<file path="config.mk">
export PLATFORM = sky130hd
export DESIGN_NAME = sort_top
export DESIGN_NICKNAME = d
export VERILOG_FILES = /design/src/logic/sort_cfg_pkg.sv /design/src/logic/sort_rec_pkg.sv /design/src/logic/rec_wr_if.sv /design/src/logic/lane_bank.sv /design/src/logic/lane_fifo.sv /design/src/logic/merge_node.sv /design/src/logic/sort_output.sv /design/src/logic/sort_top.sv
export SDC_FILE = /design/constraint.sdc
export NUM_CORES = 1
export LEC_CHECK = 0
export ABC_CLOCK_PERIOD_IN_PS = 6700
export BUFFER_PORTS_ARGS = -buffer_cell sky130_fd_sc_hd__buf_4
export CAP_MARGIN = 10
export CORE_UTILIZATION = 56
export DETAILED_ROUTE_END_ITERATION = 8
export GPL_TIMING_DRIVEN = 0
export PLACE_DENSITY = 0.77
export SYNTH_ARGS = -nofsm -noshare
export SYNTH_HDL_FRONTEND = slang
export SYNTH_SLANG_ARGS = --single-unit
</file>
<file path="constraint.sdc">
create_clock -name CLK -period 6.7 [get_ports CLK]
set_input_delay 0.67 -clock CLK [delete_from_list [all_inputs] [get_ports CLK]]
set_output_delay 0.67 -clock CLK [all_outputs]
set_load 0.01 [all_outputs]
</file>
<file path="src/logic/sort_cfg_pkg.sv">
// merge sorter configuration
// record widths, lane count and default lane FIFO depth

package sort_cfg_pkg;

  parameter int KEY_W     = 32;  // sort key bits
  parameter int PAYLOAD_W = 32;  // payload carried with the key
  parameter int REC_W     = KEY_W + PAYLOAD_W;

  // input lanes with one ascending run each
  parameter int NUM_LANES  = 4;
  parameter int LANE_IDX_W = $clog2(NUM_LANES);

  // log2 of lane FIFO depth where 2 gives 4 entries
  parameter int FIFO_LOG_DEF = 2;

endpackage

</file>
<file path="src/logic/sort_rec_pkg.sv">
// record layout for the merge sorter
// one word seen either raw or as payload and key

package sort_rec_pkg;

  // payload in the upper half and key in the lower half
  typedef struct packed {
    logic [sort_cfg_pkg::PAYLOAD_W-1:0] payload;
    logic [sort_cfg_pkg::KEY_W-1:0]     key;
  } rec_fields_t;

  // storage moves raw while the compare logic decodes f
  typedef union packed {
    logic [sort_cfg_pkg::REC_W-1:0] raw;
    rec_fields_t                    f;
  } rec_u;

  // end of run marker that sorts after every real key
  parameter logic [sort_cfg_pkg::KEY_W-1:0] KEY_MAX = '1;

endpackage

</file>
<file path="src/logic/rec_wr_if.sv">
// record write channel into the lane bank
// full flags come back per lane

`timescale 1ns/100ps

interface rec_wr_if;

  sort_rec_pkg::rec_u                       rec;
  logic                                     wr_en;
  logic [sort_cfg_pkg::LANE_IDX_W-1:0]      lane;   // target lane
  logic [sort_cfg_pkg::NUM_LANES-1:0]       full;   // one flag per lane

  modport src (
    output rec, wr_en, lane,
    input  full
  );

  modport dst (
    input  rec, wr_en, lane,
    output full
  );

endinterface

</file>
<file path="src/logic/lane_bank.sv">
// input lane bank
// steers each write to one of the lane FIFOs and reports full flags

`timescale 1ns/100ps

module lane_bank #(
  parameter int FIFO_LOG = 2
) (
  input  logic                                              CLK,
  input  logic                                              RST,
  rec_wr_if.dst                                             wr,
  input  logic [sort_cfg_pkg::NUM_LANES-1:0]                i_deq,
  output sort_rec_pkg::rec_u [sort_cfg_pkg::NUM_LANES-1:0]  o_head,
  output logic [sort_cfg_pkg::NUM_LANES-1:0]                o_head_valid
);

  logic [sort_cfg_pkg::NUM_LANES-1:0] lane_sel;   // decoded write lane
  logic [sort_cfg_pkg::NUM_LANES-1:0] lane_enq;
  logic [sort_cfg_pkg::NUM_LANES-1:0] lane_full;

  always_comb begin
    lane_sel          = '0;
    lane_sel[wr.lane] = wr.wr_en;
  end

  // writes to a full lane are dropped here
  assign lane_enq = lane_sel & ~lane_full;

  for (genvar g = 0; g < sort_cfg_pkg::NUM_LANES; g++) begin : g_lane
    lane_fifo #(
      .FIFO_LOG (FIFO_LOG)
    ) u_fifo (
      .CLK     (CLK),
      .RST     (RST),
      .i_enq   (lane_enq[g]),
      .i_deq   (i_deq[g]),
      .i_din   (wr.rec),
      .o_dout  (o_head[g]),
      .o_valid (o_head_valid[g]),
      .o_full  (lane_full[g])
    );
  end

  assign wr.full = lane_full;

endmodule

</file>
<file path="src/logic/lane_fifo.sv">
// shift register FIFO for one input lane
// new records shift in at mem[0] and the head pointer tracks the oldest

`timescale 1ns/100ps

module lane_fifo #(
  parameter int FIFO_LOG = 2
) (
  input  logic               CLK,
  input  logic               RST,
  input  logic               i_enq,
  input  logic               i_deq,
  input  sort_rec_pkg::rec_u i_din,
  output sort_rec_pkg::rec_u o_dout,
  output logic               o_valid,
  output logic               o_full
);

  localparam logic [FIFO_LOG:0] DEPTH = 1 << FIFO_LOG;

  sort_rec_pkg::rec_u  mem [DEPTH];
  logic [FIFO_LOG-1:0] head;  // index of oldest entry
  logic [FIFO_LOG:0]   cnt;   // occupancy

  always_ff @(posedge CLK) begin
    if (RST) begin
      cnt  <= '0;
      head <= '1;  // wraps to 0 on first write
    end else begin
      case ({i_enq, i_deq})
        2'b10: begin
          cnt  <= cnt + 1'b1;
          head <= head + 1'b1;
        end
        2'b01: begin
          cnt  <= cnt - 1'b1;
          head <= head - 1'b1;
        end
        default: ;  // push with pop shifts the next entry under the head
      endcase
    end
  end

  // data path shifts on every write
  always_ff @(posedge CLK) begin
    if (i_enq) begin
      mem[0] <= i_din;
      for (int i = 1; i < DEPTH; i++) begin
        mem[i] <= mem[i-1];
      end
    end
  end

  assign o_dout  = mem[head];
  assign o_valid = (cnt != '0);
  assign o_full  = (cnt == DEPTH);

endmodule

</file>
<file path="src/logic/merge_node.sv">
// two input merge node
// pops the smaller head key into a two entry result queue
// ties go to input 1 and merging waits for both inputs

`timescale 1ns/100ps

module merge_node (
  input  logic               CLK,
  input  logic               RST,
  input  sort_rec_pkg::rec_u i_rec0,
  input  logic               i_valid0,
  input  sort_rec_pkg::rec_u i_rec1,
  input  logic               i_valid1,
  output logic               o_deq0,
  output logic               o_deq1,
  input  logic               i_deq,     // pop from the consumer
  output sort_rec_pkg::rec_u o_rec,
  output logic               o_valid
);

  sort_rec_pkg::rec_u mem [2];
  sort_rec_pkg::rec_u win;
  logic               head;
  logic               tail;
  logic [1:0]         cnt;
  logic               lt;     // input 0 strictly smaller
  logic               enq;

  assign lt  = (i_rec0.f.key < i_rec1.f.key);
  assign enq = i_valid0 && i_valid1 && (cnt != 2'd2);
  assign win = lt ? i_rec0 : i_rec1;

  assign o_deq0 = enq && lt;
  assign o_deq1 = enq && !lt;

  // result queue control
  always_ff @(posedge CLK) begin
    if (RST) begin
      head <= 1'b0;
      tail <= 1'b0;
      cnt  <= 2'd0;
    end else begin
      case ({enq, i_deq})
        2'b10: begin
          tail <= ~tail;
          cnt  <= cnt + 2'd1;
        end
        2'b01: begin
          head <= ~head;
          cnt  <= cnt - 2'd1;
        end
        2'b11: begin
          head <= ~head;
          tail <= ~tail;
        end
        default: ;
      endcase
    end
  end

  always_ff @(posedge CLK) begin
    if (enq) begin
      mem[tail] <= win;
    end
  end

  assign o_rec   = mem[head];
  assign o_valid = (cnt != 2'd0);

endmodule

</file>
<file path="src/logic/sort_output.sv">
// output register of the sorter
// loads from the root node and holds while the consumer is full

`timescale 1ns/100ps

module sort_output (
  input  logic                              CLK,
  input  logic                              RST,
  input  sort_rec_pkg::rec_u                i_rec,
  input  logic                              i_valid,
  output logic                              o_deq,
  input  logic                              i_out_full,
  output logic [sort_cfg_pkg::REC_W-1:0]    o_dout,
  output logic                              o_dout_valid
);

  logic load;  // register empty or drained this cycle

  assign load  = !o_dout_valid || !i_out_full;
  assign o_deq = i_valid && load;

  always_ff @(posedge CLK) begin
    if (RST) begin
      o_dout_valid <= 1'b0;
    end else if (load) begin
      o_dout_valid <= i_valid;
    end
  end

  always_ff @(posedge CLK) begin
    if (load) begin
      o_dout <= i_rec.raw;
    end
  end

endmodule

</file>
<file path="src/logic/sort_top.sv">
// four way merge sorter
// lane bank feeds two merge nodes and a root node merges their streams
// into the back-pressured output register

`timescale 1ns/100ps

module sort_top #(
  parameter int FIFO_LOG = sort_cfg_pkg::FIFO_LOG_DEF
) (
  input  logic                                 CLK,
  input  logic                                 RST,
  input  logic [sort_cfg_pkg::REC_W-1:0]       i_din,
  input  logic                                 i_din_valid,
  input  logic [sort_cfg_pkg::LANE_IDX_W-1:0]  i_din_lane,
  output logic [sort_cfg_pkg::NUM_LANES-1:0]   o_lane_full,
  output logic [sort_cfg_pkg::REC_W-1:0]       o_dout,
  output logic                                 o_dout_valid,
  input  logic                                 i_out_full
);

  rec_wr_if wr ();

  sort_rec_pkg::rec_u [sort_cfg_pkg::NUM_LANES-1:0] lane_head;
  logic [sort_cfg_pkg::NUM_LANES-1:0]               lane_valid;
  logic [sort_cfg_pkg::NUM_LANES-1:0]               lane_deq;

  sort_rec_pkg::rec_u lo_rec, hi_rec, root_rec;
  logic               lo_valid, hi_valid, root_valid;
  logic               lo_deq, hi_deq, root_deq;

  assign wr.rec      = i_din;
  assign wr.wr_en    = i_din_valid;
  assign wr.lane     = i_din_lane;
  assign o_lane_full = wr.full;

  lane_bank #(
    .FIFO_LOG (FIFO_LOG)
  ) u_bank (
    .CLK          (CLK),
    .RST          (RST),
    .wr           (wr.dst),
    .i_deq        (lane_deq),
    .o_head       (lane_head),
    .o_head_valid (lane_valid)
  );

  // lanes 0 and 1
  merge_node node_lo (
    .CLK (CLK), .RST (RST),
    .i_rec0 (lane_head[0]), .i_valid0 (lane_valid[0]),
    .i_rec1 (lane_head[1]), .i_valid1 (lane_valid[1]),
    .o_deq0 (lane_deq[0]),  .o_deq1   (lane_deq[1]),
    .i_deq  (lo_deq),       .o_rec    (lo_rec),    .o_valid (lo_valid)
  );

  // lanes 2 and 3
  merge_node node_hi (
    .CLK (CLK), .RST (RST),
    .i_rec0 (lane_head[2]), .i_valid0 (lane_valid[2]),
    .i_rec1 (lane_head[3]), .i_valid1 (lane_valid[3]),
    .o_deq0 (lane_deq[2]),  .o_deq1   (lane_deq[3]),
    .i_deq  (hi_deq),       .o_rec    (hi_rec),    .o_valid (hi_valid)
  );

  merge_node node_root (
    .CLK (CLK), .RST (RST),
    .i_rec0 (lo_rec),   .i_valid0 (lo_valid),
    .i_rec1 (hi_rec),   .i_valid1 (hi_valid),
    .o_deq0 (lo_deq),   .o_deq1   (hi_deq),
    .i_deq  (root_deq), .o_rec    (root_rec),  .o_valid (root_valid)
  );

  sort_output u_out (
    .CLK          (CLK),
    .RST          (RST),
    .i_rec        (root_rec),
    .i_valid      (root_valid),
    .o_deq        (root_deq),
    .i_out_full   (i_out_full),
    .o_dout       (o_dout),
    .o_dout_valid (o_dout_valid)
  );

endmodule

</file>
==> metrics, run 1 <==
status=completed; kind of critical path=reg -> reg; Netlist cell types=52; vias per inst=6.11; Post-CTS Hold Buffers=0; EDFF count, synth=1472; die width=326 µm; Total GRT Usage=23.2%; crit path max fanout=10; Ys Warns=0; Skew-Pair Late Insertion Delay=770 ps; CTS Sinks=1515; Mapped Avg Cell Area=21.3 µm²; critical path startpoint category=flop; hold slack final=118 ps; gpl congestion=0.843; ys async rst share=0%; Final Worst Setup Slack=362 ps; Layout Skew=27.0 ps; first-pass GRT wire length=184 mm; Hold Path End=u_bank.g_lane[0].u_fifo.mem[0][61]$_DFFE_PP_; layout cells sized above 1=26.3%; pwr dens=304 mW/mm²; #FFs+latches synth=1515; measured slew at the worst slew-check pin=1280 ps; ys flop type=edfxtp_1; drt wl/cell=26.5 µm; Hold Violations, Final=0; CTS tree=built; max-cap violations=0; reg2reg path depth=19; Syn-to-layout area delta=13.7%; syn nets=2944; Core Area=0.104 mm²; crit path capture type=flop; Syn Inst Count=2767; total congestion overflow=0; H-tree depth=4; row count=118; Worst VDD drop=0.251 mV; setup repair after global routing missed its margin=false; Slew HR=13.2%; Crit path arrival time=7030 ps; Post-DP HPWL=77.6 mm; Num CTS Buffers=145; reg-to-reg endpoint=u_bank.g_lane[2].u_fifo.cnt[2]$_SDFFE_PP0N_; reg2reg setup slack=360 ps; Pleak=22.4 nW; Hold Crit Depth=1; final setup vio count=0; Max Root-Sink Buffers=3; vias in the first global route=29.3k; Mapped Area=0.0589 mm²; fin area=0.0670 mm²; antenna viol nets, final=0; HP Start=i_din[61]; Port Buffers=138; Pre-antenna DRT Iters=5; total wire length=121 mm; Die ar.=0.107 mm²; total number of vias=27.9k; ranking of synthesized cells by area=edfxtp_1 (75%), mux4_2 (9.8%), mux2i_1 (3.3%); Placement Setup Slack=401 ps; max-slew violations=0; Fillers=6629; initial antenna violation count=4; Residual DRC=0; Synth top area share=75.0%; final period utilization=94.6%; Final min period=6340 ps; DIE HEIGHT=326 µm; Starting Density=56.7%; I/O Pins=139; final net count=3265; largest net degree at the start of global routing=134; Worst Path Required=7390 ps; Seq/Total Area, Yosys=76.5%; Root Driver=clkbuf_16; Hold Path Class=in -> reg; leading area contributor after synthesis=edfxtp_1; initial drt markers=3023; Final Core Density=64.5%; fmax=158 MHz; clock slew at reported path FFs=60 ps; dpl cell area=0.0625 mm²
==> final cells by class <==
cell class	instances	area [µm²]	share of cell area, %
inverter	119	465	0.695
clock inverter	70	679	1.01
antenna	1	2.50	0.00373
timing repair buffer	174	1800	2.68
sequential	1515	45100	67.2
tap	1380	1730	2.58
multi-input combinational	1023	12900	19.3
buffer	110	563	0.840
clock buffer	183	3790	5.66
==> what timing repair did <==
action / in CTS / in global routing
buffers inserted: 0 / 0
setup endpoints to repair: 0 / 1
resized for setup: 0 / 2
==> per-stage QoR <==
stage	setup TNS, ps	std cells	power, mW
floorplan	0	2767	12.1
global placement	-602350	4285	12.7
detailed placement	0	4319	12.8
CTS	0	4572	20.5
global route	0	4575	21.0
finish	0	4575	20.4
==> flip-flops by register name, indices dropped and copies added (netlist names), 2 cells and up, named ones only <==
register	count
node_hi.cnt	2
u_out.o_dout	64
node_root.mem	128
u_bank.g_lane.u_fifo.head	8
node_lo.mem	128
node_root.cnt	2
u_bank.g_lane.u_fifo.cnt	12
node_hi.mem	128
node_lo.cnt	2
u_bank.g_lane.u_fifo.mem	1024
==> kinds of logic after synthesis <==
group,after synthesis,share of synthesized area [%]
AO/OA/AOI/OAI,102,1.08
XOR/XNOR,29,0.431
adder cells (fa/ha/maj),107,2.32
buffers and inverters,229,1.71
flip-flops,1515,76.5
multiplexers,640,16.7
AND/OR/NAND/NOR,145,1.29
==> per-layer routing <==
layer	routed length, µm	GRT usage, %	part of all wire [%]	vias to the layer above
met5	13	0	0.011	-
met4	3530	7.67	2.9	2
met3	8210	4.19	6.8	209
met2	61300	38.5	50	1214
met1	48300	31.4	40	14600
li1	-	-	-	11900
==> worst max-delay path, stage by stage (launching register included) <==
cell       delay [ps]
dfxtp_1           330
clkbuf_1          800
clkbuf_1          810
mux4_2            430
inv_1              80
ha_1              260
a2111oi_0         520
o221ai_1          210
o2111ai_1         190
o2111ai_1         280
a41oi_2           320
buf_6             260
buf_6             220
and2_1            180
ha_1              230
inv_1              80
fa_1              370
xor2_1            160
or3_1             320
a21oi_1           160
==> how the worst max path moves through the flow <==
stage / start / endpoint / slack, ps / depth (start not counted)
finish: flop / u_bank.g_lane[2].u_fifo.cnt[2]$_SDFFE_PP0N_ / 360 / 19
global route: flop / u_bank.g_lane[2].u_fifo.cnt[2]$_SDFFE_PP0N_ / 70 / 19
CTS: flop / u_bank.g_lane[2].u_fifo.cnt[2]$_SDFFE_PP0N_ / 260 / 19
detailed placement: flop / u_bank.g_lane[1].u_fifo.cnt[2]$_SDFFE_PP0N_ / 400 / 19
global placement: i_din_lane[1] / u_bank.g_lane[1].u_fifo.mem[1][25]$_DFFE_PP_ / -2160 / 3
floorplan: i_din_lane[1] / u_bank.g_lane[1].u_fifo.mem[0][0]$_DFFE_PP_ / 80 / 2
==> layout by cell type, fill, tap and decap left out, drive strengths merged, types with 10 or more instances in the layout <==
cell,n
xor2,19
nand2,19
nand4,11
ha,103
clkbuf,243
nand2b,14
or3,12
mux2i,192
nor2,44
mux2,192
mux4,256
clkinv,56
dfxtp,43
inv,122
a21oi,41
buf,224
o21ai,24
edfxtp,1472
xnor2,10
==> cell usage after synthesis, drive strengths merged (2+ instances only) <==
cell and count:
a211oi 5, ha 103, and4 5, nand2 19
fa 4, mux2i 192, mux4 256, edfxtp 1472
buf 51, or3 12, o2111ai 2, or3b 6
nand3 8, dfxtp 43, clkbuf 59, o221ai 2
nor2 44, o21a 3, a21o 9, nor2b 2
mux2 192, o21ai 24, nand4 11, xnor2 10
and2 3, nand2b 14, and3 7, nor3 9
a21oi 41, o311ai 2, nor4 4, a221oi 2
xor2 19, a2111oi 2, o211ai 2, inv 119
==> power by group <==
| part | internal, mW | switching, mW | total [mW] |
|---|---|---|---|
| clock network | 4.31 | 3.48 | 7.79 |
| registers | 10.8 | 0.125 | 10.9 |
| logic | 0.776 | 0.952 | 1.73 |
| total | 15.8 | 4.55 | 20.4 |
(Power assumes the default switching activity.)
==> run 2: changes to the inputs <==
--- a/config.mk
+++ b/config.mk
@@ -12,6 +12,7 @@
 export DETAILED_ROUTE_END_ITERATION = 8
 export GPL_TIMING_DRIVEN = 0
 export PLACE_DENSITY = 0.77
+export REMOVE_ABC_BUFFERS = 1
 export SYNTH_ARGS = -nofsm -noshare
 export SYNTH_HDL_FRONTEND = slang
 export SYNTH_SLANG_ARGS = --single-unit
==> run 2 against run 1 <==
- global-route usage grew 0.66 points
- first-iteration DRC count rose by 4.1%
- worst setup slack improved by 620 ps
- highest routed layer unchanged
- register-to-register slack improved by 620 ps
==> metrics, run 2 (same netlist as run 1, synthesis figures left out) <==
Slew HR=7.19% (was 13.2%); Syn-to-layout area delta=14.4% (was 13.7%); HP Start=i_din[10] (was i_din[61]); Design Power=20.8 mW (was 20.4 mW); Final min period=5710 ps (was 6340 ps); Residual DRC=0 (unchanged); first-pass GRT wire length=187 mm (was 184 mm); reg2reg setup slack=990 ps (was 360 ps); vias per inst=6.24 (was 6.11); measured slew at the worst slew-check pin=1360 ps (was 1280 ps); Total GRT Usage=23.8% (was 23.2%); final net count=3189 (was 3265); I/O Pins=139 (unchanged); CTS Sinks=1515 (unchanged); die width=326 µm (unchanged); Post-DP HPWL=76.8 mm (was 77.6 mm); Skew-Pair Late Insertion Delay=760 ps (was 770 ps); Top cell by count, worst path=ha_1; Starting Density=56.7% (unchanged); CP bufs+invs=2 (was 6); Final Core Density=64.9% (was 64.5%); postcts setup bufs=0 (unchanged); Hold Crit Depth=1 (unchanged); final setup vio count=0 (unchanged); Hold Path Class=in -> reg (unchanged); Hold Violations, Final=0 (unchanged); Hold Path End=u_bank.g_lane[1].u_fifo.mem[0][10]$_DFFE_PP_ (was u_bank.g_lane[0].u_fifo.mem[0][61]$_DFFE_PP_); Max Root-Sink Buffers=3 (unchanged); PostCTS Resize Cnt=0 (unchanged); Layout Skew=25.5 ps (was 27.0 ps); crit path cell chain=buf_16 -> mux2i_1 -> ha_1 -> o21a_1 -> o21ai_0 -> a211oi_1 -> a2111oi_0 -> o211ai_1 -> buf_4 -> and2_1 -> ha_1 -> or3_1 -> a21oi_1 (was clkbuf_1 -> clkbuf_1 -> mux4_2 -> inv_1 -> ha_1 -> a2111oi_0 -> o221ai_1 -> o2111ai_1 -> o2111ai_1 -> a41oi_2 -> buf_6 -> buf_6 -> and2_1 -> ha_1 -> inv_1 -> fa_1 -> xor2_1 -> or3_1 -> a21oi_1); Pleak=22.7 nW (was 22.4 nW); Die ar.=0.107 mm² (unchanged); max-slew violations=0 (unchanged); status=completed (unchanged); Setup TNS=0 ps (unchanged); largest net degree at the start of global routing=130 (was 134); Crit-path slowest cell=a2111oi_0 (was clkbuf_1); max-cap violations=0 (unchanged); critical path startpoint category=flop (unchanged); Port Buffers=138 (unchanged); initial antenna violation count=8 (was 4); pwr dens=308 mW/mm² (was 304 mW/mm²); CTS tree=built (unchanged); CP delay by family, top=compound AO/OA/AOI/OAI gates (was buffers and inverters); Worst VDD drop=0.297 mV (was 0.251 mV); reg2reg path depth=13 (was 19); vias in the first global route=29.3k (about the same); clock slew at reported path FFs=60 ps (about the same); Reg with most FFs=u_bank.g_lane.u_fifo.mem (unchanged); Post-CTS Hold Buffers=0 (unchanged); DIE HEIGHT=326 µm (unchanged); antenna viol nets, final=0 (unchanged); reg-to-reg endpoint=node_hi.cnt[1]$_SDFFE_PP0P_ (was u_bank.g_lane[2].u_fifo.cnt[2]$_SDFFE_PP0N_); row count=118 (unchanged); Fillers=6598 (was 6629); drt wl/cell=27.7 µm (was 26.5 µm); Pre-antenna DRT Iters=5 (unchanged); Worst Path Required=7380 ps (was 7390 ps); Root Driver=clkbuf_16 (unchanged); Num CTS Buffers=149 (was 145); kind of critical path=reg -> reg (unchanged); total congestion overflow=0 (unchanged); max FFs per register=1024 (unchanged); CP max stage delay=1170 ps (was 810 ps); H-tree depth=4 (unchanged); initial drt markers=3147 (was 3023); final period utilization=85.3% (was 94.6%); most common cell after layout, fill and taps aside=edfxtp_1 (unchanged); crit path max fanout=33 (was 10); layout cells sized above 1=27.9% (was 26.3%); crit path capture type=flop (unchanged); Core Area=0.104 mm² (unchanged); total number of vias=28.2k (was 27.9k); Crit path arrival time=6390 ps (was 7030 ps); total wire length=125 mm (was 121 mm); setup repair after global routing missed its margin=false (unchanged); fmax=175 MHz (was 158 MHz); most frequent cells in the layout=edfxtp_1 (1472), mux4_2 (256), mux2i_1 (192) (unchanged); gpl congestion=0.799 (was 0.843)
run 2: worst max-delay path by stage:
stage	from	cells after the start	slack, ps	endpoint
finish	flop	13	990	node_hi.cnt[1]$_SDFFE_PP0P_
detailed placement	flop	17	1060	u_bank.g_lane[2].u_fifo.cnt[2]$_SDFFE_PP0N_
floorplan	flop	12	-2570	node_lo.cnt[1]$_SDFFE_PP0P_
global placement	flop	7	-10770	node_root.mem[0][9]$_DFFE_PP_
global route	flop	17	600	u_bank.g_lane[2].u_fifo.cnt[2]$_SDFFE_PP0N_
CTS	flop	17	1050	u_bank.g_lane[2].u_fifo.cnt[2]$_SDFFE_PP0N_
run 2: metrics by stage:
| stage | std cells | hold slack [ps] | worst slack (ps) | area [µm²] |
|---|---|---|---|---|
| 2_1_floorplan | 2657 | 421 | -2570 | 58400 |
| 3_3_place_gp | 4175 | 429 | -10770 | 61100 |
| 3_5_place_dp | 4240 | 429 | 1060 | 62700 |
| 4_1_cts | 4513 | 76.6 | 1050 | 67400 |
| 5_1_grt | 4517 | 96.8 | 596 | 67400 |
| 6_report | 4518 | 116 | 987 | 67400 |
run 2: per-layer routing:
metal  global-route usage [%]  up-vias  share of wire [%]
met4                     7.38        8                2.4
met5                        0        -              0.046
met1                     33.5    14800                 40
met3                     5.09      206                8.5
met2                     37.9     1424                 49
li1                         -    11700                  -
run 2: report_power, final:
part	switching (mW)	total (mW)	internal, mW
logic	0.842	1.66	0.816
registers	0.217	11.0	10.8
clock network	3.50	8.14	4.64
total	4.56	20.8	16.2
run 2: layout make-up:
type / instances / area [µm²] / area share (%)
Antenna cell: 4 / 10.0 / 0.0148
Clock buffer: 183 / 3950 / 5.86
Inverter: 119 / 477 / 0.707
Multi-Input combinational cell: 1023 / 12900 / 19.2
Tap cell: 1380 / 1730 / 2.56
Timing Repair Buffer: 204 / 2430 / 3.60
Clock inverter: 90 / 798 / 1.18
Sequential cell: 1515 / 45100 / 66.9
